--- config.mk ---
export PLATFORM = sky130hd
export DESIGN_NAME = boot_copier
export DESIGN_NICKNAME = d
export VERILOG_FILES = /design/src/int_mem_pkg.sv /design/src/boot_copier.sv
export SDC_FILE = /design/constraint.sdc
export NUM_CORES = 1
export LEC_CHECK = 0
export BUFFER_PORTS_ARGS = -buffer_cell sky130_fd_sc_hd__buf_2
export CAP_MARGIN = 20
export CORE_AREA = 10 10 47 49
export DETAILED_ROUTE_END_ITERATION = 10
export DIE_AREA = 0 0 57 59
export PLACE_DENSITY = 0.56
export SLEW_MARGIN = 25
export SYNTH_ARGS = -nofsm -noshare
export SYNTH_HDL_FRONTEND = slang
export SYNTH_SLANG_ARGS = --single-unit
--- constraint.sdc ---
create_clock -name clk -period 2.7 [get_ports clk]
set_input_delay 0.675 -clock clk [delete_from_list [all_inputs] [get_ports clk]]
set_output_delay 0.675 -clock clk [all_outputs]
set_load 0.005 [all_outputs]
--- src/int_mem_pkg.sv ---
package int_mem_pkg;

   // word and address widths
   localparam int DATA_W     = 32;
   localparam int RAM_ADDR_W = 8;
   localparam int ROM_ADDR_W = 4;

   localparam int STRB_W    = DATA_W / 8;
   localparam int RAM_DEPTH = 2 ** RAM_ADDR_W;
   localparam int ROM_DEPTH = 2 ** ROM_ADDR_W;

   // last rom word, where the copy counter stops
   localparam logic [ROM_ADDR_W-1:0] ROM_LAST = ROM_ADDR_W'(ROM_DEPTH - 1);

   // boot code sits in the top words of the ram
   localparam logic [RAM_ADDR_W-1:0] BOOT_BASE = RAM_ADDR_W'(RAM_DEPTH - ROM_DEPTH);

   typedef logic [RAM_ADDR_W-1:0] ram_addr_t;

   typedef logic [ROM_ADDR_W-1:0] rom_addr_t;

   typedef logic [DATA_W-1:0] data_t;

   typedef logic [STRB_W-1:0] strb_t;

   // storage word, read whole or written per byte lane
   typedef union packed {
      data_t                  word;
      logic [STRB_W-1:0][7:0] bytes;
   } ram_word_u;

endpackage

--- src/boot_copier.sv ---
`timescale 1ns/10ps

module boot_copier import int_mem_pkg::*; (
   input  logic      clk,
   input  logic      rst,
   input  logic      i_boot,
   output rom_addr_t o_rom_addr,
   output logic      o_rom_en,
   output rom_addr_t o_copy_addr,
   output logic      o_copy_active,
   output logic      o_copy_settled,
   output logic      o_done
);

   rom_addr_t  rom_addr_q;
   rom_addr_t  copy_addr_q;
   logic [2:0] done_q;
   logic       at_last;

   assign at_last = (rom_addr_q == ROM_LAST);

   // walk the rom once, then push done through three stages
   always_ff @(posedge clk or posedge rst) begin
      if (rst) begin
         rom_addr_q  <= '0;
         copy_addr_q <= '0;
         done_q      <= '0;
      end else if (i_boot) begin
         // write address trails the read by the rom latency
         copy_addr_q <= rom_addr_q;
         done_q[2:1] <= done_q[1:0];
         if (!at_last) begin
            rom_addr_q <= rom_addr_q + 1'b1;
         end else begin
            done_q[0] <= 1'b1;
         end
      end else begin
         // no boot, nothing to copy
         done_q <= '1;
      end
   end

   assign o_rom_addr     = rom_addr_q;
   assign o_rom_en       = ~done_q[0];
   assign o_copy_addr    = copy_addr_q;
   assign o_copy_active  = ~done_q[0];
   assign o_copy_settled = done_q[1];
   assign o_done         = done_q[2];

   // once the first done stage is set the counter never moves again
   a_counter_hold: assert property (
      @(posedge clk) disable iff (rst)
      done_q[0] |=> $stable(rom_addr_q)
   );

endmodule

# Yosys cells after proc, flatten, opt, wreduce, memory -nomap -nowiden
# Index checks and enable logic that the tools add are counted.
# totals
regBits,11
elab_cells,12
output_inout_bits,12
in_bits,3
# op_classes
n_mux,2
n_bitwise,2
eq_ne,2
reduce_logical,1
add_sub_neg,1
# ops
cell,count
$add A4 B1 Y4 const B,1
$eq A4 B4 Y1 const B,1
$mux W3,1
$ne A2 B1 Y1 const B,1
$not A1 Y1,2
$reduce_and A2 Y1,1
$mux W1,1

# Logic depth before layout (Yosys ltp)
# logic_depth
depth_word,3
ltp_mapped,3
ltp_nobuf,3

# Least setup slack after synthesis
# Ideal clock, no wire load.
# synth_timing
path_type,input -> register
startpoint,in i_boot
endpoint,"reg copy_addr_q[0], in the netlist o_copy_addr[0]"
n_path_buf,1
path_stages,2
setup_time_ns,0.125
arrival_ns,1.164
required_time_ns,2.575
setup_slack_ns,1.411
path_cell_list,buf_2 mux2_2
# synth_lines
element,line,rtl
from (decl),boot_copier.sv:6,"input logic i_boot,"
to (signal assigned),boot_copier.sv:30,copy_addr_q <= rom_addr_q;
to (decl),boot_copier.sv:16,rom_addr_t copy_addr_q;
# No word-level cell between the ends.

# Worst setup path after layout
# layout_timing
startpoint,"reg rom_addr_q[2], in the netlist o_rom_addr[2]"
endpoint,out o_rom_addr[2]
# layout_lines
element,line,rtl
from (decl),boot_copier.sv:15,rom_addr_t rom_addr_q;
from (signal assigned),boot_copier.sv:33,rom_addr_q <= rom_addr_q + 1'b1;
to (decl),boot_copier.sv:7,"output rom_addr_t o_rom_addr,"
# No word-level cell between the ends.

==> qor.txt <==
Status = completed
Finish-stage setup viols = 0
DR vias = 338
FP Rows = 14
Top cells by count, synth = dfrtp_1, nand2b_1, mux2_2
Leak = 0.263 nW
R2R cell count = 3
Comb pwr share = 31.2%
Yosys top cell by area = dfrtp_1
Clk root buf = clkbuf_4
Final worst path period share = 58.8%
Share of cells above drive strength 1 = 40.7%
TritonCTS clock tree = yes
Setup ws final = 1110 ps
WS Path Type = reg2out
DR WL/cell = 14.0 um
Drt drc = 0
Synth area leaders = dfrtp_1, mux2_2, nand2b_1
PortBufs = 14
Die area = 3360 sq um
Fill cell count = 145
Post-Place Worst Slack = 1220 ps
Sequential power share = 49.6%
Largest fanout on the critical path = 8
EDFF count, synth = 0
Die X = 57 um
Clock network fraction of design power = 19.3%
Clk_skew = 5.83 ps
Crit path cell chain = buf_2
Switch share = 34.2%
Clk_lat worst skew = 270 ps
Pint = 0.387 mW
Tmin final = 1590 ps
Longest Clk Path Bufs = 2
Asr flop ratio synth = 100%
Critical Path AT = 910 ps
Worst r2r dst = done_q[0]$_DFFE_PP0P_
Final Util = 41.0%
Routed wire length = 979 um
Crit path max-delay family = flip-flops
R2r startpoint = o_rom_addr[0]$_DFFE_PP0P_
Most frequent cell after synthesis = dfrtp_1
Post-Synthesis Cells = 38
Antenna Cells = 0
# Max-Cap Violations = 0
Die height = 59 um
Yosys reg bits = 11
Crit. Startpoint = o_rom_addr[2]$_DFFE_PP0P_
RSZ-0062 raised after global routing = false
DR pass1 iterations = 2
Setup TNS = 0 ps
Worst slew pin tran = 432 ps
Crit path depth = 1
GR Util All Layers = 6.12%
Crit-path max cell delay = 470 ps
Slew headroom = 71.2%
Cts repair resizes = 0
Area share of the largest cell type after synthesis = 58.5%
Post-Layout Cell Count = 70
Number of H-tree levels = 1
VDD IR max = 0.309 mV
Slowest CP cell = dfrtp_1
Overflow after GRT = 0
CTS Buf Count = 3
Vias in the first global route = 346
Detailed placer's ending HPWL = 716 um
Post-Syn Area = 470 sq um
Syn Nets = 42
Hold Vio Cnt, Final = 0
FMAX = 0.630 GHz
Setup slack, reg-to-reg = 1390 ps
Slew Limit Fails = 0
Post-Syn Area per Cell = 12.4 sq um
Switching power = 0.201 mW
Placer Congestion = 0.730
Worst Setup Start Kind = register
Required @ worst endpoint = 2030 ps
Unique masters post-synth = 16
Cell count after placement = 66
WP buf/inv = 1
HP Class = in2async
Vias per Instance = 4.83
Starting Density = 33.6%
Area grow syn2layout = 22.1%
Sequential-to-total area share from yosys stat = 58.5%
DRT iter0 DRCs = 2
Clock transition at the registers of the reported paths = 70 ps
Nets = 59
I/O pin total = 15
Initial antenna violation count = 0
Post-route ant nets = 0
Largest net degree at the start of global routing = 14
Hold-fix buffers, CTS = 0
Synth Flop Type = dfrtp_1
Placeable Area = 1400 sq um
Clock Sink Count = 11
Yosys warning count = 0
Worst setup EP type = output pin
First-pass GRT wire length = 1580 um
Post-CTS Setup Inserts = 0
Power Dens Cells = 1020 nW/um^2
[cells by family after synthesis]
family | synth area share, %
flip-flops | 58.5
adder cells (fa/ha/maj) | 2.66
multiplexers | 12.0
buffers and inverters | 4.26
AO/OA/AOI/OAI | 5.58
AND/OR/NAND/NOR | 17.0
[registers in the layout, indices dropped and copies added, names as in the netlist]
name and cells:
o_rom_addr 4, done_q 3, o_copy_addr 4
[layout by cell type (no fill, tap or decap)]
cell type and n:
buf_2 14, dfrtp_1 11, nand2b_1 6, mux2_2 4, nand4_1 3, clkbuf_4 3, o211ai_1 2, inv_1 2
and3_2 1, or2_1 1, mux2_1 1, nand2_1 1, nor2b_1 1, a21oi_1 1, a31oi_1 1, ha_1 1
clkbuf_1 1
[power groups by stage]
stage | Clock (mW) | Sequential [mW] | Combinational (mW)
floorplan | 0 | 0.289 | 0.0983
global placement | 0 | 0.292 | 0.185
detailed placement | 0 | 0.293 | 0.189
CTS | 0.115 | 0.291 | 0.190
global route | 0.122 | 0.304 | 0.210
finish | 0.113 | 0.291 | 0.183
[final cells by class]
class | instances | area (sq um) | share of cell area (%)
timing repair buffer | 14 | 70.1 | 12.2
multi-input combinational | 23 | 175 | 30.5
clock buffer | 4 | 26.3 | 4.58
inverter | 2 | 7.51 | 1.31
tap | 16 | 20.0 | 3.49
sequential | 11 | 275 | 47.9
[per-layer routing]
metal	track usage, %	wire, um
met1	6.24	408
met2	8.68	434
met3	3.86	110
met4	5.03	25
met5	0	0
[metrics by stage]
step / power (mW) / area (sq um) / hold WS, ps
CTS: 0.597 / 574 / 393
finish: 0.588 / 574 / 385
global placement: 0.477 / 548 / 456
global route: 0.636 / 574 / 428
detailed placement: 0.482 / 548 / 460
floorplan: 0.387 / 470 / 449
[how the worst max path moves through the flow]
stage                            endpoint  slack (ps)
6_report                    o_rom_addr[2]        1110
5_1_grt                     o_rom_addr[2]        1080
4_1_cts                     o_rom_addr[2]        1120
3_5_place_dp    o_rom_addr[3]$_DFFE_PP0P_        1220
3_3_place_gp    o_rom_addr[3]$_DFFE_PP0P_        1250
2_1_floorplan  o_copy_addr[0]$_DFFE_PP0P_        1410
No activity file was read; power rests on OpenSTA's default activity.
